### src/design/fe_defs.svh
`ifndef FE_DEFS_SVH
`define FE_DEFS_SVH

`define FE_ADDR_W    32             // Byte address width
`define FE_FB_DEPTH  16             // Fetch buffer entries
`define FE_MEM_WORDS 256            // 64-bit instruction memory words
`define FE_RESET_PC  32'h0000_0000

`endif
### src/design/fe_pkg.sv
`include "fe_defs.svh"

package fe_pkg;

    localparam logic [1:0] AXI_RESP_OKAY = 2'b00;

    // *************************************************************************
    // AXI4-Lite channel payloads
    // *************************************************************************
    typedef struct packed {
        logic [`FE_ADDR_W-1:0] addr;
    } axi_ar_t;

    typedef struct packed {
        logic [63:0] data;
        logic [1:0]  resp;
    } axi_r_t;

    typedef struct packed {
        logic [`FE_ADDR_W-1:0] addr;
    } axi_aw_t;

    typedef struct packed {
        logic [63:0] data;
        logic [7:0]  strb;
    } axi_w_t;

    typedef struct packed {
        logic [1:0] resp;
    } axi_b_t;

    // *************************************************************************
    // Fetch path
    // *************************************************************************
    typedef struct packed {
        logic [`FE_ADDR_W-1:0] pc;      // Address of insn0
        logic [31:0]           insn0;
        logic [31:0]           insn1;
        logic                  two;     // insn1 valid too
    } fetch_pkt_t;

    typedef struct packed {
        logic [`FE_ADDR_W-1:0] pc;
        logic [31:0]           insn;
    } inst_slot_t;

    typedef enum logic [1:0] {
        FS_IDLE,
        FS_ADDR,
        FS_DATA,
        FS_DROP
    } fetch_state_e;

    typedef enum logic [1:0] {
        OWN_NONE,
        OWN_FETCH,
        OWN_EXT
    } arb_owner_e;

endpackage

### src/design/mem_arbiter.sv
`timescale 1ns/1ps

module mem_arbiter (
    input  logic            clk,
    input  logic            rstn,
    input  fe_pkg::axi_ar_t f_ar,
    input  logic            f_ar_valid,
    output logic            f_ar_ready,
    output fe_pkg::axi_r_t  f_r,
    output logic            f_r_valid,
    input  logic            f_r_ready,
    input  fe_pkg::axi_aw_t x_aw,
    input  logic            x_aw_valid,
    output logic            x_aw_ready,
    input  fe_pkg::axi_w_t  x_w,
    input  logic            x_w_valid,
    output logic            x_w_ready,
    output fe_pkg::axi_b_t  x_b,
    output logic            x_b_valid,
    input  logic            x_b_ready,
    input  fe_pkg::axi_ar_t x_ar,
    input  logic            x_ar_valid,
    output logic            x_ar_ready,
    output fe_pkg::axi_r_t  x_r,
    output logic            x_r_valid,
    input  logic            x_r_ready,
    output fe_pkg::axi_aw_t m_aw,
    output logic            m_aw_valid,
    input  logic            m_aw_ready,
    output fe_pkg::axi_w_t  m_w,
    output logic            m_w_valid,
    input  logic            m_w_ready,
    input  fe_pkg::axi_b_t  m_b,
    input  logic            m_b_valid,
    output logic            m_b_ready,
    output fe_pkg::axi_ar_t m_ar,
    output logic            m_ar_valid,
    input  logic            m_ar_ready,
    input  fe_pkg::axi_r_t  m_r,
    input  logic            m_r_valid,
    output logic            m_r_ready
);
    import fe_pkg::*;

    arb_owner_e owner_q;
    arb_owner_e owner;          // Owner seen by the routing this cycle
    logic       last_ext_q;     // External master won the last grant
    logic       ext_wr_q;
    logic       ext_wr;
    logic       x_req;
    logic       f_sel;
    logic       x_rd;
    logic       x_wr;
    logic       done;

    assign x_req  = x_ar_valid || (x_aw_valid && x_w_valid);
    assign ext_wr = (owner_q == OWN_EXT) ? ext_wr_q : !x_ar_valid;  // Reads first

    always_comb
    begin
        owner = owner_q;
        if (owner_q == OWN_NONE)
        begin
            if (f_ar_valid && (!x_req || last_ext_q))
                owner = OWN_FETCH;
            else if (x_req)
                owner = OWN_EXT;
        end
    end

    assign f_sel = (owner == OWN_FETCH);
    assign x_rd  = (owner == OWN_EXT) && !ext_wr;
    assign x_wr  = (owner == OWN_EXT) && ext_wr;

    // *************************************************************************
    // Channel steering
    // *************************************************************************
    assign m_ar       = f_sel ? f_ar : x_ar;
    assign m_ar_valid = (f_sel && f_ar_valid) || (x_rd && x_ar_valid);
    assign f_ar_ready = f_sel && m_ar_ready;
    assign x_ar_ready = x_rd && m_ar_ready;

    assign f_r       = m_r;
    assign x_r       = m_r;
    assign f_r_valid = f_sel && m_r_valid;
    assign x_r_valid = x_rd && m_r_valid;
    assign m_r_ready = (f_sel && f_r_ready) || (x_rd && x_r_ready);

    assign m_aw       = x_aw;
    assign m_w        = x_w;
    assign m_aw_valid = x_wr && x_aw_valid;
    assign m_w_valid  = x_wr && x_w_valid;
    assign x_aw_ready = x_wr && m_aw_ready;
    assign x_w_ready  = x_wr && m_w_ready;
    assign x_b        = m_b;
    assign x_b_valid  = x_wr && m_b_valid;
    assign m_b_ready  = x_wr && x_b_ready;

    assign done = (m_r_valid && m_r_ready) || (m_b_valid && m_b_ready);

    always_ff @(posedge clk or negedge rstn)
    begin
        if (!rstn)
        begin
            owner_q    <= OWN_NONE;
            last_ext_q <= 1'b0;
            ext_wr_q   <= 1'b0;
        end
        else if (done)
            owner_q <= OWN_NONE;
        else if (owner_q == OWN_NONE && owner != OWN_NONE)
        begin
            owner_q    <= owner;
            last_ext_q <= (owner == OWN_EXT);
            ext_wr_q   <= ext_wr;
        end
    end

    // Pending response still routed to the grant that caused it
    a_resp_route: assert property (@(posedge clk) disable iff (!rstn)
        (m_r_valid || m_b_valid) |-> (m_b_valid == x_wr));

    // Memory only answers a granted master
    a_resp_owned: assert property (@(posedge clk) disable iff (!rstn)
        (m_r_valid || m_b_valid) |-> (owner_q != OWN_NONE));

endmodule

### config.mk
export PLATFORM = sky130hd
export DESIGN_NAME = mem_arbiter
export DESIGN_NICKNAME = d
export VERILOG_FILES = /design/src/design/fe_pkg.sv /design/src/design/mem_arbiter.sv
export VERILOG_INCLUDE_DIRS = /design/src /design/src/design
export SDC_FILE = /design/constraint.sdc
export NUM_CORES = 1
export LEC_CHECK = 0
export ABC_AREA = 1
export BUFFER_PORTS_ARGS = -buffer_cell sky130_fd_sc_hd__buf_2
export CAP_MARGIN = 20
export CORE_AREA = 2 2 209 211
export CTS_CLUSTER_DIAMETER = 200
export DETAILED_ROUTE_END_ITERATION = 10
export DIE_AREA = 0 0 211 213
export MAX_ROUTING_LAYER = met4
export REMOVE_ABC_BUFFERS = 1
export SLEW_MARGIN = 20
export SYNTH_ARGS = -nofsm -noshare
export SYNTH_HDL_FRONTEND = slang
export SYNTH_SLANG_ARGS = --single-unit
### constraint.sdc
create_clock -name clk -period 2.4 [get_ports clk]
set_input_delay 0.6 -clock clk [delete_from_list [all_inputs] [get_ports clk]]
set_output_delay 0.6 -clock clk [all_outputs]
set_load 0.01 [all_outputs]
# Word level (Yosys, flattened, before mapping)

Index checks and enable logic that the tools add are counted.

Bits in registers: 4

Eq/ne operators: 3
Multiplexer cells: 7
Bitwise operators: 1
Reductions and logical operators: 33

Operators with widths:

| cell                 | number |
|---|---|
| $mux W32             | 1 |
| $logic_and A1 B1 Y1  | 21 |
| $mux W2              | 5 |
| $logic_or A1 B1 Y1   | 5 |
| $eq A2 B2 Y1 const B | 2 |
| $reduce_bool A2 Y1   | 2 |
| $logic_not A1 Y1     | 3 |
| $eq A2 B1 Y1 const B | 1 |
| $logic_not A2 Y1     | 1 |
| $reduce_and A2 Y1    | 1 |
| $mux W1              | 1 |
| $not A1 Y1           | 1 |

# Logic depth before layout (Yosys ltp)

Gate-level depths: netlist of the first run.

Depth after elaboration: 15
Mapped depth: 11
Depth with buffers taken out: 11

# Worst setup path after synthesis of the first run

OpenSTA, ideal clock, no wires.

Path type: input -> output
Start: input x_w_valid
End: output m_ar[10] (netlist bit)
Arrival: 1.489 ns
Required time: 1.800 ns
Slack: 0.311 ns
Stages: 8
Cells stage by stage: nand2_1 -> nand2_2 -> nand2_2 -> nand2_2 -> nand2_4 -> nand2_4 -> buf_6 -> mux2_4

RTL lines:

| element     | line              | RTL |
|---|---|---|
| from (decl) | mem_arbiter.sv:16 | `input logic x_w_valid,` |
| to (decl)   | mem_arbiter.sv:36 | `output fe_pkg::axi_ar_t m_ar,` |

==> results of run 1 <==
logic make-up (layout without fill, tap and decap cells):
logic type             count (synthesis)  count (layout)  synth area share
buffers and inverters                256             153             0.708
AOI/OAI and AO/OA                      5               5            0.0137
and+or+nand+nor                       36              36            0.0665
DFF                                    4               4            0.0378
muxes                                 32              32             0.174
synth_stat cells:
library cell / count / area share
nor2_1: 11 / 0.016
buf_6: 3 / 0.013
nand2_4: 2 / 0.0085
a21oi_1: 1 / 0.0019
nand3_1: 3 / 0.0057
inv_1: 12 / 0.017
mux2_2: 5 / 0.021
o211ai_1: 1 / 0.0028
mux2_4: 27 / 0.15
dfrtp_1: 4 / 0.038
o22ai_1: 1 / 0.0024
buf_4: 238 / 0.67
inv_2: 3 / 0.0042
nand2_1: 11 / 0.016
o21ai_1: 1 / 0.0019
nand4_1: 3 / 0.0071
nand2_2: 6 / 0.014
o211ai_2: 1 / 0.0047
sequential cells by signal, indices dropped and copies added, names as in the netlist:
register    flops
ext_wr_q        1
last_ext_q      1
owner_q         2
stage by stage:
step	setup TNS (ps)	instances	hold WS (ps)
after detailed placement	-29.8	768	405
after floorplan	0	92	304
final	0	776	173
after global placement	0	768	406
after CTS	-9.08	772	172
after global routing	-394	776	177
final cells by class:
class | instances | area, um^2
Timing Repair Buffer | 135 | 1020
Inverter | 15 | 58.8
Tap cell | 546 | 683
Multi-Input combinational cell | 73 | 707
Clock buffer | 3 | 75.1
Sequential cell | 4 | 100
Fill cell | 4976 | 40000
repair_timing:
| action | CTS | global route |
|---|---|---|
| cloned | 1 | 3 |
| hold buffers | 0 | 0 |
| gates resized for setup | 7 | 39 |
| setup buffers | 0 | 1 |
| setup endpoints to repair | 5 | 33 |
| endpoints found under the hold margin | 0 | 0 |
| pin swaps | 0 | 2 |
worst max-delay path, stage by stage:
cell       delay (ps)
buf_8             100
nand2_4            60
nand2_4            60
nand2_2            50
nand2_2            50
nand2_4            80
nand2_8           120
clkbuf_16         200
mux2_4            310
buf_6             120
worst paths after layout:
| path | from | endpoint | cells after the start |
|---|---|---|---|
| max in group asynchronous | rstn | ext_wr_q | 1 |
| max | x_aw_valid | m_ar[6] | 10 |
| max reg2reg | owner_q[0] | ext_wr_q | 9 |
| min | rstn | owner_q[1] | 1 |
| min in group clk | last_ext_q | last_ext_q | 2 |
| min reg2reg | last_ext_q | last_ext_q | 2 |
metal layers:
metal,share of wire,track usage
met5,0,-
met4,0.031,0.0580
met3,0.29,0.300
met2,0.55,0.419
met1,0.12,0.0708
power breakdown:
group / internal, mW / switching, mW / leakage (nW)
combinational: 0.884 / 0.784 / 1.15
sequential: 0.101 / 0.0155 / 0.0486
clock: 0.212 / 0.0426 / 0.0370
total: 1.20 / 0.842 / 1.24
==> reports/results.tsv, run 1 <==
metric	value	unit
initial antenna violation count	0	
layout cell share with drive strength beyond 1	0.796	
GP Congestion	1.11	
total wire length	50.6	mm
sequential fraction of the synthesis area	0.0378	
Avg Inst Size Synth	7.96	um^2
most used cells in the layout excluding fill and tap cells	buf_2, buf_6, mux2_4	
via/cell ratio	2.55	
worst skew pair latency	220	ps
DIE HEIGHT	213	um
Max transition margin	0.771	
critical path type	in2out	
area grow syn2layout	-0.0944	%
Setup WS post-layout	24.9	ps
Final Cell Area	2650	um^2
Vias	1981	
Worst EP arrival	1780	ps
IO Pins	532	
outcome	finished, final reports clean	
GRT Resource Usage Total	0.219	
Required @ worst endpoint	1800	ps
DP Worst Slack	-13.8	ps
clock-pin slew on the worst setup and hold paths	30	ps
H-Tree Depth	1	
crit end category	output port	
post-route total power	2.04	mW
fmax	421	MHz
min cycle time layout	2380	ps
FF+latch count, synth	4	
clk_skew	1.74	ps
Tcrit/Tclk final	0.990	
hpwl dp	48.5	mm
Final Hold Fails	0	
vias in the first global route	1526	
Root Driver	clkbuf_16	
CP Max Fanout	7	
Yosys cell types	18	
number of remaining DRC errors	0	
Reg2Reg Setup Slack	970	ps
final setup vio count	0	
placed cell area	2210	um^2
maximum vdd ir drop	0.637	mV
total gr overflow	0	
Buffers on Ports	121	
die width	211	um
Synth Warn #	0	
maxcap violations	0	
Initial Util	0.0621	
Slew Viols, Final	0	
core footprint	42700	um^2
Pre-antenna DRT Iters	4	
DRT iter0 DRCs	150	
n_diodes	0	
WL per Instance	65.2	um
most common cell after layout, fill and taps aside	buf_2	
CTS tree	done	
CTS buffer count	3	
static leakage	1.24	nW
RSZ-0062 raised after global routing	yes	
global-route wire length before repair	53.2	mm
CTS sink cnt	4	
nets	482	
num rows	76	
number of routed nets with antenna violations	0	
Max Root-Sink Buffers	2	
Gate Count Post-Synth	333	
Die ar.	44900	um^2
Startpoint Class	input pin	
largest net degree at the start of global routing	16	
Pwr per Cell Area	770	nW/um^2
Final Core Density	0.0620	
pin slew with the least headroom to its limit	342	ps
Cell Area, Synth	2650	um^2
HP Class	in2async	
Power figures use the tool's default switching activity.
==> run 2: changes to the inputs <==
- BUFFER_PORTS_ARGS: -buffer_cell sky130_fd_sc_hd__buf_2 -> -buffer_cell sky130_fd_sc_hd__clkbuf_2
==> run 2 against run 1 <==
Net effect:
- setup slack barely moved
- clock power barely moved
- highest routed layer unchanged
- cell count did not move
- clock skew fell by 1.6 ps
- fmax barely moved
- sequential cell count did not move
==> reports/results.tsv, run 2 (synthesized netlist as in run 1, its figures left out) <==
metric	value	unit
crit end category	output port	
Startpoint Class	input pin	
Top reg by flops	owner_q	
HP Class	in2async	
Required @ worst endpoint	1800	ps
number of remaining DRC errors	0	
most used cells in the layout excluding fill and tap cells	clkbuf_2, mux2_4, buf_6	
maxcap violations	0	
Slew Viols, Final	0	
CTS tree	done	
Worst EP arrival	1780	ps
Root Driver	clkbuf_16	
largest net degree at the start of global routing	16	
critical path type	in2out	
initial antenna violation count	0	
final setup vio count	0	
Reg2Reg Setup Slack	950	ps
Net Switching	0.801	mW
CTS sink cnt	4	
CP Max Fanout	6	
number of flip-flops under the largest register name	2	
clock-pin slew on the worst setup and hold paths	30	ps
worst skew pair latency	220	ps
die width	211	um
static leakage	1.19	nW
Pre-antenna DRT Iters	4	
Final Hold Fails	0	
hpwl dp	48.6	mm
total wire length	50.3	mm
Clk network pwr share	0.135	
DRT iter0 DRCs	195	
fmax	421	MHz
hold_ws	178	ps
min cycle time layout	2380	ps
Die ar.	44900	um^2
num rows	76	
CTS buffer count	3	
number of routed nets with antenna violations	0	
Tcrit/Tclk final	0.990	
outcome	finished, final reports clean	
area grow syn2layout	-5.90	%
Buffers on Ports	121	
Pwr per Cell Area	755	nW/um^2
Vias	2025	
global-route wire length before repair	53.1	mm
IO Pins	532	
maximum vdd ir drop	0.646	mV
Max Root-Sink Buffers	2	
Final Core Density	0.0584	
GP Congestion	1.11	
Worst R2R Path Depth	9	
WL per Instance	64.8	um
Largest regs	owner_q: 2 flops, ext_wr_q: 1 flops, last_ext_q: 1 flops	
pin slew with the least headroom to its limit	295	ps
Max transition margin	0.803	
DIE HEIGHT	213	um
P_int	1.08	mW
RSZ-0062 raised after global routing	yes	
total gr overflow	0	
Initial Util	0.0621	
GRT Resource Usage Total	0.219	
clk_skew	0.137	ps
most common cell after layout, fill and taps aside	clkbuf_2	
layout cell share with drive strength beyond 1	0.800	
n_diodes	0	
nets	482	
sequential share of power	0.062	
via/cell ratio	2.61	
Net Sw Frac	0.425	
core footprint	42700	um^2
H-Tree Depth	1	
combinational share of power	0.803	
vias in the first global route	1542	
run 2: stage by stage:
stage	cell area (um^2)	total power, mW	worst slack [ps]	TNS (ps)	instances
4_1_cts	2340	1.79	-4.97	-4.97	773
3_5_place_dp	2220	1.45	-15.5	-58.9	769
5_1_grt	2490	2.03	-33.6	-689	776
6_report	2490	1.88	24.5	0	776
3_3_place_gp	2220	1.44	-0.239	-0.239	769
2_1_floorplan	831	0.837	118	0	92
run 2: path summary, 6_finish.rpt:
check	start	end
max in group asynchronous	rstn	owner_q[0]
max	x_aw_valid	f_r_valid
min reg2reg	ext_wr_q	ext_wr_q
min in group clk	ext_wr_q	ext_wr_q
min	rstn	last_ext_q
max reg2reg	owner_q[0]	ext_wr_q
run 2: final cells by class:
class,instances,area (um^2)
fillers,4990,40200
inverters,15,56.3
repair buffers,135,878
multi-input cells,73,702
clock buffers,3,75.1
flip-flops and latches,4,100
well taps,546,683
run 2: repair_timing:
item,in CTS,in global routing
gates resized for setup,4,28
cloned,1,2
endpoints found under the setup margin,5,26
setup buffers,0,1
hold buffers,0,0
pin swaps,0,3
endpoints found under the hold margin,0,0
run 2: layer usage:
metal / vias up / track usage / share of wire
met5: - / - / 0
met3: 40 / 0.295 / 0.28
li1: 587 / - / -
met2: 576 / 0.418 / 0.55
met4: 0 / 0.0614 / 0.033
met1: 822 / 0.0744 / 0.13
run 2: critical path, cell delays in order:
cell	delay (ps)
buf_6	100
nand2_4	60
nand2_4	60
nand2_2	50
nand2_2	50
nand2_4	90
nand2_8	110
buf_6	150
nor2_1	240
clkbuf_2	250
run 2: power groups by stage:
stage	Clock [mW]	Combinational [mW]	Sequential, mW
after detailed placement	0	1.34	0.117
final	0.254	1.51	0.116
after floorplan	0	0.722	0.115
after global placement	0	1.32	0.118
after global routing	0.263	1.65	0.119
after CTS	0.259	1.41	0.116
==> run 3: changes to the inputs <==
- CORE_AREA: 2 2 209 211 -> 2 2 207 209
- DIE_AREA: 0 0 211 213 -> 0 0 209 211
- clock period: 2.4 -> 2.9 ns (I/O delays scaled with it)
==> run 3 against run 2 <==
Net effect:
- routed wire length is 1.8% higher
- sequential power shrank 16%
- critical path depth is the same
- count of clock-buffer cells in the layout stayed put
- setup slack better by 200 ps
- utilization shrank 0.50 points
- hold slack better by 120 ps
- die area shrank 1.9%
- power shrank 29%
- sequential share of layout area grew 0.47 points
- non-clock buffer count down 11
- via count down 5.5%
- critical path type unchanged
==> reports/results.tsv, run 3 (synthesized netlist as in run 1, its figures left out) <==
metric	value	unit
Max Root-Sink Buffers	2	
RSZ-0062 raised after global routing	no	
n_diodes	0	
WL per Instance	67.5	um
Setup WS post-layout	220	ps
CP peak stage delay	350	ps
DP Worst Slack	168	ps
critical-path cell list	clkbuf_2 > nand2_1 > nand2_2 > nand2_2 > nand2_2 > nand2_4 > nand2_4 > buf_12 > mux2_2 > clkbuf_2	
CTS buffer count	3	
worst skew pair latency	230	ps
Largest regs	owner_q: 2 flops, ext_wr_q: 1 flops, last_ext_q: 1 flops	
GP Congestion	0.987	
CTS tree	done	
core footprint	41800	um^2
fmax	373	MHz
Final Cell Area	2230	um^2
Vias	1913	
Pwr per Cell Area	600	nW/um^2
maximum vdd ir drop	0.559	mV
Required @ worst endpoint	2170	ps
Tcrit/Tclk final	0.924	
initial antenna violation count	0	
Pre-antenna DRT Iters	4	
area grow syn2layout	-15.8	%
hold_ws	296	ps
number of routed nets with antenna violations	0	
layout cell share with drive strength beyond 1	0.781	
DRT iter0 DRCs	148	
Hold Buf Count CTS	0	
Slew Viols, Final	0	
IO Pins	532	
# placed instances	755	
Final Hold Fails	0	
most used cell, CP	nand2_2	
maxcap violations	0	
CTS sink cnt	4	
Post-CTS Setup Bufs	0	
DIE HEIGHT	211	um
Max transition margin	0.715	
Reg2Reg Setup Slack	1470	ps
Initial Util	0.0635	
Critical Path Slowest Stage Cell	mux2_2	
total gr overflow	0	
Buffers on Ports	121	
HP Class	in2async	
global-route wire length before repair	54.6	mm
nets	471	
number of flip-flops under the largest register name	2	
number of remaining DRC errors	0	
Root Driver	clkbuf_16	
die width	209	um
crit end category	output port	
H-Tree Depth	1	
min cycle time layout	2680	ps
Non-Filler Instances	758	
CP Max Fanout	15	
total wire length	51.2	mm
GRT Resource Usage Total	0.230	
outcome	finished, final reports clean	
final setup vio count	0	
pin slew with the least headroom to its limit	427	ps
Worst EP arrival	1960	ps
num rows	75	
largest net degree at the start of global routing	18	
clk_skew	2.01	ps
vias in the first global route	1553	
most used cells in the layout excluding fill and tap cells	clkbuf_2, mux2_4, inv_1	
Resized Gates After CTS	0	
static leakage	1.07	nW
placed cell area	2160	um^2
via/cell ratio	2.52	
most common cell after layout, fill and taps aside	clkbuf_2	
critical path type	in2out	
Setup TNS	0	ps
Top reg by flops	owner_q	
hpwl dp	49.6	mm
clock-pin slew on the worst setup and hold paths	30	ps
Startpoint Class	input pin	
Die ar.	44100	um^2
-- run 3: power by group --
group          internal [mW]  switching (mW)  leakage (nW)
logic                  0.465           0.560         0.988
clock network          0.176          0.0405        0.0370
registers             0.0837          0.0133        0.0486
-- run 3: worst paths after layout --
check,endpoint,cells past startpoint,from
worst max-delay path,m_ar[3],10,x_w_valid
worst min-delay path,last_ext_q,1,rstn
worst max register to register,owner_q[1],8,owner_q[0]
worst min register to register,ext_wr_q,2,ext_wr_q
max in group asynchronous,owner_q[1],1,rstn
min in group clk,ext_wr_q,2,ext_wr_q
-- run 3: layer usage --
layer,track usage,part of all wire
met5,-,0
met4,0.0204,0.0088
met3,0.305,0.29
met2,0.467,0.58
met1,0.0736,0.12
-- run 3: cell type report --
class,instances,area [um^2]
fill,4923,39500
sequential,4,100
inverter,15,56.3
clock buffer,3,75.1
tap,539,674
multi-input combinational,73,674
timing repair buffer,124,653
-- run 3: critical path, delay by kind of cell --
kind                   cells  cell delay (ps)
muxes                      1              350
and+or+nand+nor            6              460
buffers and inverters      3              400
-- run 3: per-stage QoR --
step	utilization	power, mW
floorplan	-	0.693
global placement	0.0517	1.13
detailed placement	0.0517	1.15
CTS	0.0535	1.37
global route	0.0535	1.44
finish	0.0535	1.34
