[config.mk]
export PLATFORM = sky130hd
export DESIGN_NAME = fetch_unit
export DESIGN_NICKNAME = d
export VERILOG_FILES = /design/src/design/fe_pkg.sv /design/src/design/fetch_unit.sv
export VERILOG_INCLUDE_DIRS = /design/src /design/src/design
export SDC_FILE = /design/constraint.sdc
export NUM_CORES = 1
export LEC_CHECK = 0
export BUFFER_PORTS_ARGS = -buffer_cell sky130_fd_sc_hd__buf_2
export CAP_MARGIN = 30
export CORE_ASPECT_RATIO = 1.75
export CORE_MARGIN = 10
export CORE_UTILIZATION = 38
export CTS_CLUSTER_DIAMETER = 200
export CTS_CLUSTER_SIZE = 24
export DETAILED_ROUTE_END_ITERATION = 8
export PLACE_DENSITY = 0.77
export SLEW_MARGIN = 20
export SYNTH_ARGS = -nofsm -noshare
export SYNTH_HDL_FRONTEND = slang
export SYNTH_SLANG_ARGS = --single-unit
[constraint.sdc]
create_clock -name clk -period 2 [get_ports clk]
set_input_delay 0.5 -clock clk [delete_from_list [all_inputs] [get_ports clk]]
set_output_delay 0.5 -clock clk [all_outputs]
set_load 0.02 [all_outputs]
[src/design/fe_defs.svh]
`ifndef FE_DEFS_SVH
`define FE_DEFS_SVH

`define FE_ADDR_W    32             // Byte address width
`define FE_FB_DEPTH  16             // Fetch buffer entries
`define FE_MEM_WORDS 256            // 64-bit instruction memory words
`define FE_RESET_PC  32'h0000_0000

`endif
[src/design/fe_pkg.sv]
`include "fe_defs.svh"

package fe_pkg;

    localparam logic [1:0] AXI_RESP_OKAY = 2'b00;

    // *************************************************************************
    // AXI4-Lite channel payloads
    // *************************************************************************
    typedef struct packed {
        logic [`FE_ADDR_W-1:0] addr;
    } axi_ar_t;

    typedef struct packed {
        logic [63:0] data;
        logic [1:0]  resp;
    } axi_r_t;

    typedef struct packed {
        logic [`FE_ADDR_W-1:0] addr;
    } axi_aw_t;

    typedef struct packed {
        logic [63:0] data;
        logic [7:0]  strb;
    } axi_w_t;

    typedef struct packed {
        logic [1:0] resp;
    } axi_b_t;

    // *************************************************************************
    // Fetch path
    // *************************************************************************
    typedef struct packed {
        logic [`FE_ADDR_W-1:0] pc;      // Address of insn0
        logic [31:0]           insn0;
        logic [31:0]           insn1;
        logic                  two;     // insn1 valid too
    } fetch_pkt_t;

    typedef struct packed {
        logic [`FE_ADDR_W-1:0] pc;
        logic [31:0]           insn;
    } inst_slot_t;

    typedef enum logic [1:0] {
        FS_IDLE,
        FS_ADDR,
        FS_DATA,
        FS_DROP
    } fetch_state_e;

    typedef enum logic [1:0] {
        OWN_NONE,
        OWN_FETCH,
        OWN_EXT
    } arb_owner_e;

endpackage

[src/design/fetch_unit.sv]
`timescale 1ns/1ps
`include "fe_defs.svh"

module fetch_unit (
    input  logic                  clk,
    input  logic                  rstn,
    input  logic                  fetch_en,
    input  logic                  redirect,
    input  logic [`FE_ADDR_W-1:0] redirect_pc,
    output fe_pkg::axi_ar_t       ar,
    output logic                  ar_valid,
    input  logic                  ar_ready,
    input  fe_pkg::axi_r_t        r,
    input  logic                  r_valid,
    output logic                  r_ready,
    output logic                  push,
    output fe_pkg::fetch_pkt_t    pkt,
    input  logic                  fb_room
);
    import fe_pkg::*;

    localparam logic [`FE_ADDR_W-1:0] PAIR_BYTES = `FE_ADDR_W'(8);

    fetch_state_e          state_q;
    fetch_state_e          state_d;
    logic [`FE_ADDR_W-1:0] pc_q;
    logic [`FE_ADDR_W-1:0] line_pc;     // Aligned pair holding pc_q
    logic [`FE_ADDR_W-1:0] ar_addr_q;
    logic                  kill_q;      // Redirect seen while AR waits
    logic                  ar_hs;

    assign line_pc = {pc_q[`FE_ADDR_W-1:3], 3'b000};
    assign ar_hs   = ar_valid && ar_ready;

    // Issue only with room for a full pair, then hold AR until taken
    assign ar_valid = (state_q == FS_IDLE && fetch_en && fb_room && !redirect) ||
                      (state_q == FS_ADDR);
    assign ar.addr  = (state_q == FS_IDLE) ? line_pc : ar_addr_q;
    assign r_ready  = (state_q == FS_DATA) || (state_q == FS_DROP);
    assign push     = (state_q == FS_DATA) && r_valid && !redirect;

    always_comb
    begin
        pkt.pc    = pc_q;
        pkt.insn0 = pc_q[2] ? r.data[63:32] : r.data[31:0];
        pkt.insn1 = r.data[63:32];
        pkt.two   = !pc_q[2];               // Odd word gives one insn
    end

    // *************************************************************************
    // Read sequencing
    // *************************************************************************
    always_comb
    begin
        state_d = state_q;
        case (state_q)
            FS_IDLE:
                if (ar_valid)
                    state_d = ar_hs ? FS_DATA : FS_ADDR;
            FS_ADDR:
                if (ar_hs)
                    state_d = (kill_q || redirect) ? FS_DROP : FS_DATA;
            FS_DATA:
                if (r_valid)
                    state_d = FS_IDLE;
                else if (redirect)
                    state_d = FS_DROP;
            FS_DROP:
                if (r_valid)
                    state_d = FS_IDLE;   // Stale pair discarded
            default:
                state_d = FS_IDLE;
        endcase
    end

    always_ff @(posedge clk or negedge rstn)
    begin
        if (!rstn)
        begin
            state_q <= FS_IDLE;
            pc_q    <= `FE_RESET_PC;
            kill_q  <= 1'b0;
        end
        else
        begin
            state_q <= state_d;
            kill_q  <= (state_q == FS_ADDR) && !ar_hs && (kill_q || redirect);
            if (redirect)
                pc_q <= redirect_pc;
            else if (push)
                pc_q <= line_pc + PAIR_BYTES;   // Next aligned pair
        end
    end

    // Keeps AR stable if pc_q moves on a redirect
    always_ff @(posedge clk)
    begin
        if (state_q == FS_IDLE)
            ar_addr_q <= line_pc;
    end

endmodule

Yosys cells after proc, flatten, opt, wreduce, memory -nomap -nowiden
Cells that the tools add are included.
Widths: inputs -> output; s select.
{"block": "word_totals", "ff_bits": 67, "latchBits": 0, "ramBits": 0, "rom_bits": 0, "input_bits": 105, "output_inout_bits": 132, "memories": 0}
{"block": "op_classes", "addsub": 1, "multipliers": 0, "div": 0, "magnitude_cmp": 0, "eq_ne": 7, "shifts": 0, "muxes": 12, "bitwise": 0, "n_reduce_logical": 17}
{"op": "$mux 32", "count": 4}
{"op": "$add 32x4->32 const B", "count": 1}
{"op": "$mux 2", "count": 6}
{"op": "$logic_and 1x1->1", "count": 8}
{"op": "$pmux 2 s4", "count": 1}
{"op": "$ne 2x2->1 const B", "count": 3}
{"op": "$eq 2x2->1 const B", "count": 2}
{"op": "$reduce_and 4->1", "count": 1}
{"op": "$logic_not 1->1", "count": 3}
{"op": "$logic_or 1x1->1", "count": 3}
{"op": "$ne 3x3->1 const B", "count": 1}
{"op": "$eq 2x1->1 const B", "count": 1}
{"op": "$logic_not 2->1", "count": 1}
{"op": "$reduce_bool 2->1", "count": 1}
{"op": "$mux 1", "count": 1}

Logic depth before layout (Yosys ltp)
Gate-level depths: netlist (run 1).
{"block": "logic_depth", "depth_word": 9, "depth_mapped": 6, "depth_no_buf": 5}

Worst setup path before layout (run 1)
OpenSTA, ideal clock, no wires.
{"block": "synth_timing", "path_kind": "register to register", "start": "reg pc_q[3]", "end": "reg pc_q[27]", "arrival_ns": 2.085, "required_time_ns": 1.931, "path_slack_ns": -0.154, "stages_incl_launch_ff": 7, "path_buffers": 1, "period_less_slack_ns": 2.154, "cell_sequence": "dfrtp_1 > ha_1 > nand3_2 > or4_4 > buf_2 > or4_1 > nand3_1"}
{"block": "synth_via", "elab_chain_len": 3}
{"element": "start: declaration", "line_no": "fetch_unit.sv:26", "rtl": "logic [`FE_ADDR_W-1:0] pc_q;"}
{"element": "start signal: assignment", "line_no": "fetch_unit.sv:81", "rtl": "pc_q <= `FE_RESET_PC;"}
{"element": "start signal: assignment", "line_no": "fetch_unit.sv:89", "rtl": "pc_q <= redirect_pc;"}
{"element": "start signal: assignment", "line_no": "fetch_unit.sv:91", "rtl": "pc_q <= line_pc + PAIR_BYTES;"}
{"element": "$add 32x4->32", "line_no": "fetch_unit.sv:91"}
{"element": "$mux 32", "line_no": "fetch_unit.sv:90", "rtl": "else if (push)"}
{"element": "$mux 32", "line_no": "fetch_unit.sv:88", "rtl": "if (redirect)"}
Every way passes these cells. The select of a mux whose other input is x is not followed.
A chain may end at the register's enable or synchronous reset.

==> impl_metrics.ini, run 1 <==
[status]
outcome = finished, violations left
violations = setup timing

[power]
leakagePower_nw = 2.80
worst_ir_drop_vdd_uv = 797
switchingPower_w = 0.00282
p_per_area_nw_per_um2 = 1360
seq_power_share_pct = 24.7
pwr-share-clk_pct = 21.7
power.internal_w = 0.00505
comb_power_share_pct = 53.6
swShare_pct = 35.8

[worst_hold_path]
hold_class = primary input to asynchronous set/reset pin

[detailed_routing]
drt-initial-drc-count = 209
finalWirelength_um = 14900
ant_nets = 0
vias = 3811
firstDrtPassIters = 5
wl_per_cell_um = 20.8
routed_via_density = 5.30
post-route-drc-count = 0

[setup_path]
r2r_cells = 6
r2r_setup_slack_ns = -0.09
cp_max_fo = 7
crit_required_ns = 1.50
critPathLaunch = state_q[1]$_DFFE_PN0P_
critPathKind = flip-flop to output port
rr_endpoint = pc_q[20]$_DFFE_PN0P_
crit_buf_inv = 3
worst_ep_arrival_time_ns = 1.69
timing.rr.start = state_q[0]$_DFFE_PN0P_
cp-endpoint = ar[22]
cp-end-kind = output port
cp_top_family = buffers and inverters
path_cells = nor2_4 -> buf_12 -> clkbuf_16 -> mux2_4 -> buf_6
slowest_stage = dfrtp_2
start_kind = flip-flop
cp_slowest_stage_delay_ns = 0.43
cp_num_cells = 5

[die]
core_sq_um = 9150
num_rows = 46
io_pins = 237
initial_core_util_pct = 39.2
fp.dieArea_sq_um = 13900
die_w_um = 93.5
dieHeight_um = 149

[global_route]
grt_pass1_vias = 4056
antenna_found_initial = 0
grt_pass1_wl_um = 21300
grt_max_degree = 36
track_usage_pct = 19.4
grt-ovfl-total = 0

[layout]
nets = 700
stdcell_count = 719
final_common_cell = buf_2
fillers = 690
fin_util_pct = 63.5
seqCellArea_sq_um = 1520
final_cell_mix = 202 x buf_2, 35 x buf_6, 35 x buf_4
final_cell_area_sq_um = 5810
syn2layout_area_growth_pct = 62.0
drive_gt1_share_pct = 64.1
antenna-diode-count = 0
multi_input_comb_area_sq_um = 1950

[yosys]
synthDistinctLibCells = 36
avgSynthCellArea_sq_um = 10.1
synth_top_area_share_pct = 24.4
synth.yosys.warnings = 0
syn_area_sq_um = 3590
synthCells = 357
yosys.area.top_type = dfrtp_1
synth-edff-count = 0
syn-num-nets = 463
synthTopCellsByArea = dfrtp_1 24%, mux2_2 19%, dfxtp_1 18%
async_flop_share_pct = 52.2
synth-seq-cells = 67
synth-main-ff-cell = dfrtp_1
yosysSeqAreaShare_pct = 42.3

[placed_design]
place_congestion = 0.828
dpl.hpwl_um = 10600
placed_cells = 689
place_area_sq_um = 4870
port_buffers = 234

[cts]
cts_buffer_depth = 2
cts_hold_buf = 0
cts.sinks = 67
clock_latency_ns = 0.33
numCtsBuffers = 9
htree_levels = 3
cts_tree = built
cts_root_buf = clkbuf_16
cts.clk_slew.worst_paths_ns = 0.06

[timing]
setup_ws_ns = -0.191
timing.fmax_ghz = 0.456
slew_headroom_pct = 45.8
setup_viol = 30
fin_worst_skew_ns = 0.00585
drv_slew = 0
rsz0062_at_grt = yes
worst_pin_slew_ns = 0.813
timing.final.crit_share_pct = 110
finalHoldViolations = 0
tns_ns = -4.79
timing.hold.ws_ns = 0.260
period_minus_slack_ns = 2.19

[flow_run]
drv_cap = 0
-- power by group through the flow --
stage / Sequential, W / Combinational, W / Clock [W]
detailed placement: 0.00196 / 0.00280 / 0
CTS: 0.00192 / 0.00370 / 0.00174
global placement: 0.00192 / 0.00272 / 0
floorplan: 0.00198 / 0.00173 / 0
finish: 0.00195 / 0.00422 / 0.00171
global route: 0.00199 / 0.00442 / 0.00180
-- layout make-up --
class,instances,share of cell area (%)
clock buffers,12,4.78
multi-input cells,231,33.5
clock inverters,4,0.947
well taps,120,2.58
flip-flops and latches,67,26.2
repair buffers,280,31.7
inverters,5,0.323
-- cell usage after synthesis (2+ instances only) --
| master | instances |
|---|---|
| a31oi_1 | 15 |
| or3_1 | 3 |
| xor2_1 | 2 |
| mux2_2 | 62 |
| xnor2_1 | 10 |
| or4_1 | 13 |
| nand4_1 | 9 |
| dfrtp_1 | 35 |
| nor3_1 | 5 |
| nor2b_1 | 4 |
| nand3_1 | 6 |
| o211ai_1 | 2 |
| o31ai_1 | 13 |
| nor4_1 | 3 |
| nand2_1 | 30 |
| inv_1 | 5 |
| o21ai_0 | 18 |
| clkbuf_1 | 20 |
| dfxtp_1 | 32 |
| buf_4 | 33 |
| nor2_1 | 19 |
| and3_1 | 4 |
-- metal layers --
layer / vias up / global-route usage [%] / wire (um)
li1: 1736 / - / -
met5: - / 0 / 0
met4: 0 / 6.90 / 416
met3: 34 / 6.60 / 1200
met2: 185 / 35.9 / 8190
met1: 1856 / 19.1 / 5120
-- through the flow --
stage	worst slack (ns)	total power (W)
6_report	-0.191	0.00788
5_1_grt	-0.230	0.00820
4_1_cts	-0.236	0.00736
3_5_place_dp	-0.119	0.00476
3_3_place_gp	-0.0638	0.00464
2_1_floorplan	-0.0268	0.00372
-- flip-flops by register name, summed over array words and instances (netlist names) --
signal and count:
kill_q 1, state_q 2, pc_q 32, ar_addr_q 32
-- cells by family after synthesis --
| family | Yosys count | share of synthesized area, % |
|---|---|---|
| xor+xnor | 12 | 2.93 |
| compound gates | 50 | 8.65 |
| fa+ha+maj | 1 | 0.349 |
| flops | 67 | 42.3 |
| mux | 63 | 19.7 |
| simple gates | 104 | 16.1 |
| buf+inv | 60 | 9.97 |
-- worst min path at each step --
stage | from | endpoint | slack, ns | cells past startpoint
final | rstn | pc_q[25]$_DFFE_PN0P_ | 0.26 | 1
after global routing | rstn | pc_q[12]$_DFFE_PN0P_ | 0.33 | 1
after global placement | ar_addr_q[4]$_DFF_P_ | ar_addr_q[4]$_DFF_P_ | 0.45 | 1
after CTS | rstn | pc_q[18]$_DFFE_PN0P_ | 0.28 | 1
after detailed placement | ar_addr_q[19]$_DFF_P_ | ar_addr_q[19]$_DFF_P_ | 0.46 | 1
after floorplan | rstn | kill_q$_DFF_PN0_ | 0.20 | 0
-- what timing repair did --
| action | 4_1_cts | 5_1_grt |
|---|---|---|
| gates cloned | 3 | 1 |
| pin swaps | 20 | 11 |
| endpoints found under the setup margin | 37 | 46 |
| buffers inserted | 9 | 2 |
| resized for setup | 69 | 56 |
Note: power is estimated with default switching activity, not from simulation.
==> run 2: changes to the inputs <==
CORE_ASPECT_RATIO = unset   (was 1.75)
CORE_UTILIZATION = 42   (was 38)
PLACE_DENSITY = 0.8   (was 0.77)
clock period = 2.2 ns   (was 2 ns; I/O delays follow)
==> run 2 against run 1 <==
Net effect: the flow now finishes without violations; total power is 30% lower; sequential share of layout area is 4.2 points higher; non-clock buffer count is 31 lower; hold slack better by 0.018 ns; via count is 9.1% lower; critical path depth is 1 lower; routed wire length is 13% lower; critical endpoint is now ar[17].
==> impl_metrics.ini, run 2 (synthesis gave the netlist of run 1 again) <==
[timing]
fin_worst_skew_ns = 0.0108
slew_headroom_pct = 47.3
worst_pin_slew_ns = 0.791
period_minus_slack_ns = 2.20
setup_ws_ns = 0.000381
rsz0062_at_grt = yes
tns_ns = 0
drv_slew = 0
timing.final.crit_share_pct = 100
setup_viol = 0
finalHoldViolations = 0
timing.fmax_ghz = 0.455

[layout]
syn2layout_area_growth_pct = 39.5
final_cell_mix = 215 x buf_2, 56 x mux2_2, 33 x dfrtp_1
top_regs = ar_addr_q (32), pc_q (32), state_q (2)
drive_gt1_share_pct = 59.1
final_common_cell = buf_2
nets = 668

[cts]
cts_tree = built
htree_levels = 3
cts.sinks = 67
cts.clk_slew.worst_paths_ns = 0.08
cts_buffer_depth = 2
cts_root_buf = clkbuf_8
numCtsBuffers = 9
clock_latency_ns = 0.34

[die]
die_w_um = 112
core_sq_um = 8260
io_pins = 237
dieHeight_um = 112
num_rows = 33
initial_core_util_pct = 43.5
fp.dieArea_sq_um = 12600

[setup_path]
cp_max_fo = 15
worst_ep_arrival_time_ns = 1.65
crit_required_ns = 1.65
crit_buf_inv = 2
path_cells = nor2_4 -> buf_12 -> mux2_2 -> buf_2
cp_slowest_stage_delay_ns = 0.44
slowest_stage = dfrtp_2
cp_top_family = flip-flops
start_kind = flip-flop
cp-end-kind = output port
critPathKind = flip-flop to output port

[worst_hold_path]
hold_class = primary input to asynchronous set/reset pin

[detailed_routing]
drt-initial-drc-count = 180
wl_per_cell_um = 19.2
routed_via_density = 5.14
post-route-drc-count = 0
finalWirelength_um = 12900
firstDrtPassIters = 5
ant_nets = 0
vias = 3466

[global_route]
grt_max_degree = 36
grt-ovfl-total = 0
track_usage_pct = 19.3
grt_pass1_wl_um = 19900
grt_pass1_vias = 3676
antenna_found_initial = 2

[power]
worst_ir_drop_vdd_uv = 794
finalPower_w = 0.00551
leakagePower_nw = 2.40
p_per_area_nw_per_um2 = 1100

[status]
outcome = complete, no violations

[flow_run]
drv_cap = 0

[placed_design]
pre_cts_slack_ns = 0.0465
place_congestion = 0.827
port_buffers = 234
dpl.hpwl_um = 10500
[run 2: changes by cell type in the layout (fill, tap and decap cells not counted), moves of 4 or more]
cell	previous run	this run
clkbuf_16	11	1
buf_4	35	26
mux2_2	34	56
o31ai_1	9	13
buf_2	202	215
clkbuf_8	2	9
buf_6	35	5
mux2_4	28	6
[run 2: repair_timing]
| action | in CTS | in global routing |
|---|---|---|
| hold buffers | 0 | 0 |
| pin swaps | 1 | 1 |
| gates resized for setup | 10 | 22 |
| setup endpoints to repair | 29 | 30 |
| setup buffers | 3 | 0 |
[run 2: cell type report]
class	instances	area (sq um)
antenna	2	5.00
clock buffer	10	149
clock inverter	6	52.6
fill	710	3250
inverter	5	18.8
multi-input combinational	230	1740
sequential	67	1520
tap	105	131
timing repair buffer	249	1390
[run 2: final timing paths]
| check | startpoint | end | slack [ns] | cells after the start |
|---|---|---|---|---|
| max reg2reg | state_q[0]$_DFFE_PN0P_ | pc_q[31]$_DFFE_PN0P_ | 0.10 | 5 |
| min | rstn | pc_q[30]$_DFFE_PN0P_ | 0.28 | 1 |
| max in group asynchronous | rstn | state_q[1]$_DFFE_PN0P_ | 1.38 | 1 |
| max | state_q[0]$_DFFE_PN0P_ | ar[17] | 0.0004 | 4 |
| min in group clk | ar_ready | kill_q$_DFF_PN0_ | 0.41 | 2 |
| min reg2reg | ar_addr_q[0]$_DFF_P_ | ar_addr_q[0]$_DFF_P_ | 0.46 | 1 |
[run 2: metrics by stage]
step	util (%)	std cells	area, sq um	hold WS (ns)
6_report	60.6	674	5010	0.278
3_5_place_dp	56.8	653	4690	0.457
3_3_place_gp	56.8	653	4690	0.452
5_1_grt	60.6	674	5010	0.312
2_1_floorplan	-	357	3590	0.254
4_1_cts	59.7	672	4930	0.301
[run 2: power by group]
part,total (W),switching (W),leakage (nW),internal [W]
Clock,0.00101,0.000515,0.0970,0.000497
Combinational,0.00274,0.00147,1.62,0.00127
Sequential,0.00176,0.000178,0.680,0.00158
[run 2: per-layer routing]
metal | vias up | global-route usage [%] | routed length (um)
li1 | 1665 | - | -
met1 | 1628 | 19.6 | 4850
met2 | 152 | 35.2 | 6800
met3 | 21 | 7.03 | 964
met4 | 0 | 7.53 | 327
met5 | - | 0 | 0
==> run 3: changes to the inputs <==
CORE_MARGIN = 2   (was 10)
==> run 3 against run 2 <==
Net effect: the run now ends with setup timing left; utilization increased by 3.8 points; non-clock buffer count increased by 9; largest cell class unchanged; first-iteration DRC count increased by 59%; sequential cell count unchanged; via count increased by 6.9%; cell area increased by 6.2%; die area decreased by 26%; register-to-register slack improved by 0.02 ns; critical endpoint is now ar[26]; clock skew increased by 0.0024 ns; global-route usage increased by 5.8 points; fmax decreased by 1.3%.
==> impl_metrics.ini, run 3 (synthesis gave the netlist of run 1 again) <==
[status]
outcome = finished, violations left
violations = setup timing

[timing]
finalHoldViolations = 0
timing.final.crit_share_pct = 101
fin_worst_skew_ns = 0.0132
timing.hold.ws_ns = 0.271
rsz0062_at_grt = yes
setup_viol = 6
drv_slew = 0
setup_ws_ns = -0.0276
period_minus_slack_ns = 2.23
timing.fmax_ghz = 0.449
slew_headroom_pct = 46.6
tns_ns = -0.0973
worst_pin_slew_ns = 0.801

[die]
io_pins = 237
initial_core_util_pct = 43.5
core_sq_um = 8260
die_w_um = 96.4
dieHeight_um = 96.4
num_rows = 33
fp.dieArea_sq_um = 9300

[global_route]
track_usage_pct = 25.2
grt_pass1_wl_um = 17600
antenna_found_initial = 1
grt_pass1_vias = 3437
grt-ovfl-total = 0
grt_max_degree = 36

[detailed_routing]
drt-initial-drc-count = 286
firstDrtPassIters = 5
vias = 3705
ant_nets = 0
routed_via_density = 5.42
wl_per_cell_um = 18.4
post-route-drc-count = 0
finalWirelength_um = 12500

[cts]
cts.clk_slew.worst_paths_ns = 0.08
cts_tree = built
cts.sinks = 67
numCtsBuffers = 9
cts_buffer_depth = 2
clock_latency_ns = 0.36
cts_root_buf = clkbuf_8
htree_levels = 3

[setup_path]
r2r_setup_slack_ns = 0.12
cp-end-kind = output port
r2r_cells = 5
worst_ep_arrival_time_ns = 1.68
critPathLaunch = state_q[0]$_DFFE_PN0P_
critPathKind = flip-flop to output port
rr_endpoint = pc_q[26]$_DFFE_PN0P_
crit_required_ns = 1.65
start_kind = flip-flop
cp_max_fo = 8
timing.rr.start = state_q[0]$_DFFE_PN0P_
cp-endpoint = ar[26]

[power]
worst_ir_drop_vdd_uv = 979
leakagePower_nw = 2.59
p_per_area_nw_per_um2 = 1190
finalPower_w = 0.00631

[placed_design]
port_buffers = 234
place_congestion = 0.930
dpl.hpwl_um = 8900

[layout]
multi_input_comb_area_sq_um = 1850
top_regs = ar_addr_q (32), pc_q (32), state_q (2)
fillers = 664
syn2layout_area_growth_pct = 48.2
final_common_cell = buf_2
nets = 678
seqCellArea_sq_um = 1520
final_cell_mix = 205 x buf_2, 33 x mux2_2, 32 x dfxtp_1, 32 x dfrtp_1
drive_gt1_share_pct = 60.0

[worst_hold_path]
hold_class = primary input to asynchronous set/reset pin

[flow_run]
drv_cap = 0
## run 3: cell count changes in the layout (fill, tap and decap cells not counted), moves of 2 or more
cell / before / now
inv_6: 3 / 1
buf_4: 26 / 18
buf_6: 5 / 30
buf_2: 215 / 205
mux2_2: 56 / 33
mux2_4: 6 / 29
clkinv_2: 0 / 2
## run 3: layout make-up
cell class / count / area share, %
timing repair buffer: 258 / 30.2
tap: 105 / 2.47
multi-input combinational: 231 / 34.8
antenna: 1 / 0.0470
sequential: 67 / 28.6
inverter: 5 / 0.353
clock buffer: 10 / 2.40
clock inverter: 6 / 1.22
## run 3: what timing repair did
| item | 4_1_cts | 5_1_grt |
|---|---|---|
| endpoints found under the setup margin | 29 | 30 |
| resized for setup | 27 | 67 |
| hold buffers | 0 | 0 |
| gates cloned | 1 | 2 |
| buffers inserted | 6 | 2 |
| pin swaps | 0 | 2 |
## run 3: power breakdown
part	switching, W	internal [W]
Sequential	0.000194	0.00158
Combinational	0.00168	0.00182
Clock	0.000499	0.000525
Total	0.00237	0.00393
## run 3: stage by stage
| stage | setup slack, ns | instances | area [sq um] | util, % |
|---|---|---|---|---|
| 2_1_floorplan | 0.0459 | 357 | 3590 | - |
| 3_3_place_gp | 0.0672 | 657 | 4720 | 57.1 |
| 3_5_place_dp | 0.0492 | 657 | 4720 | 57.1 |
| 4_1_cts | -0.0791 | 679 | 5070 | 61.4 |
| 5_1_grt | -0.0705 | 683 | 5320 | 64.4 |
| 6_report | -0.0276 | 683 | 5320 | 64.4 |
## run 3: worst min path at each step
stage	startpoint	end	slack [ns]
final	rstn	pc_q[29]$_DFFE_PN0P_	0.27
after global routing	rstn	pc_q[24]$_DFFE_PN0P_	0.34
after CTS	rstn	pc_q[28]$_DFFE_PN0P_	0.29
after detailed placement	ar_addr_q[0]$_DFF_P_	ar_addr_q[0]$_DFF_P_	0.45
after global placement	ar_addr_q[19]$_DFF_P_	ar_addr_q[19]$_DFF_P_	0.45
after floorplan	rstn	kill_q$_DFF_PN0_	0.25
## run 3: critical path, cell delays in order (launching register included)
cell       delay, ns
dfrtp_2         0.42
nor2_4          0.15
buf_12          0.13
clkbuf_16       0.16
mux2_4          0.32
buf_6           0.14
## run 3: routing by layer
layer	track usage, %	wire (um)	vias to the layer above
li1	-	-	1689
met3	5.97	1060	41
met5	0	0	-
met1	32.3	4900	1758
met2	41.1	6190	217
met4	9.74	390	0
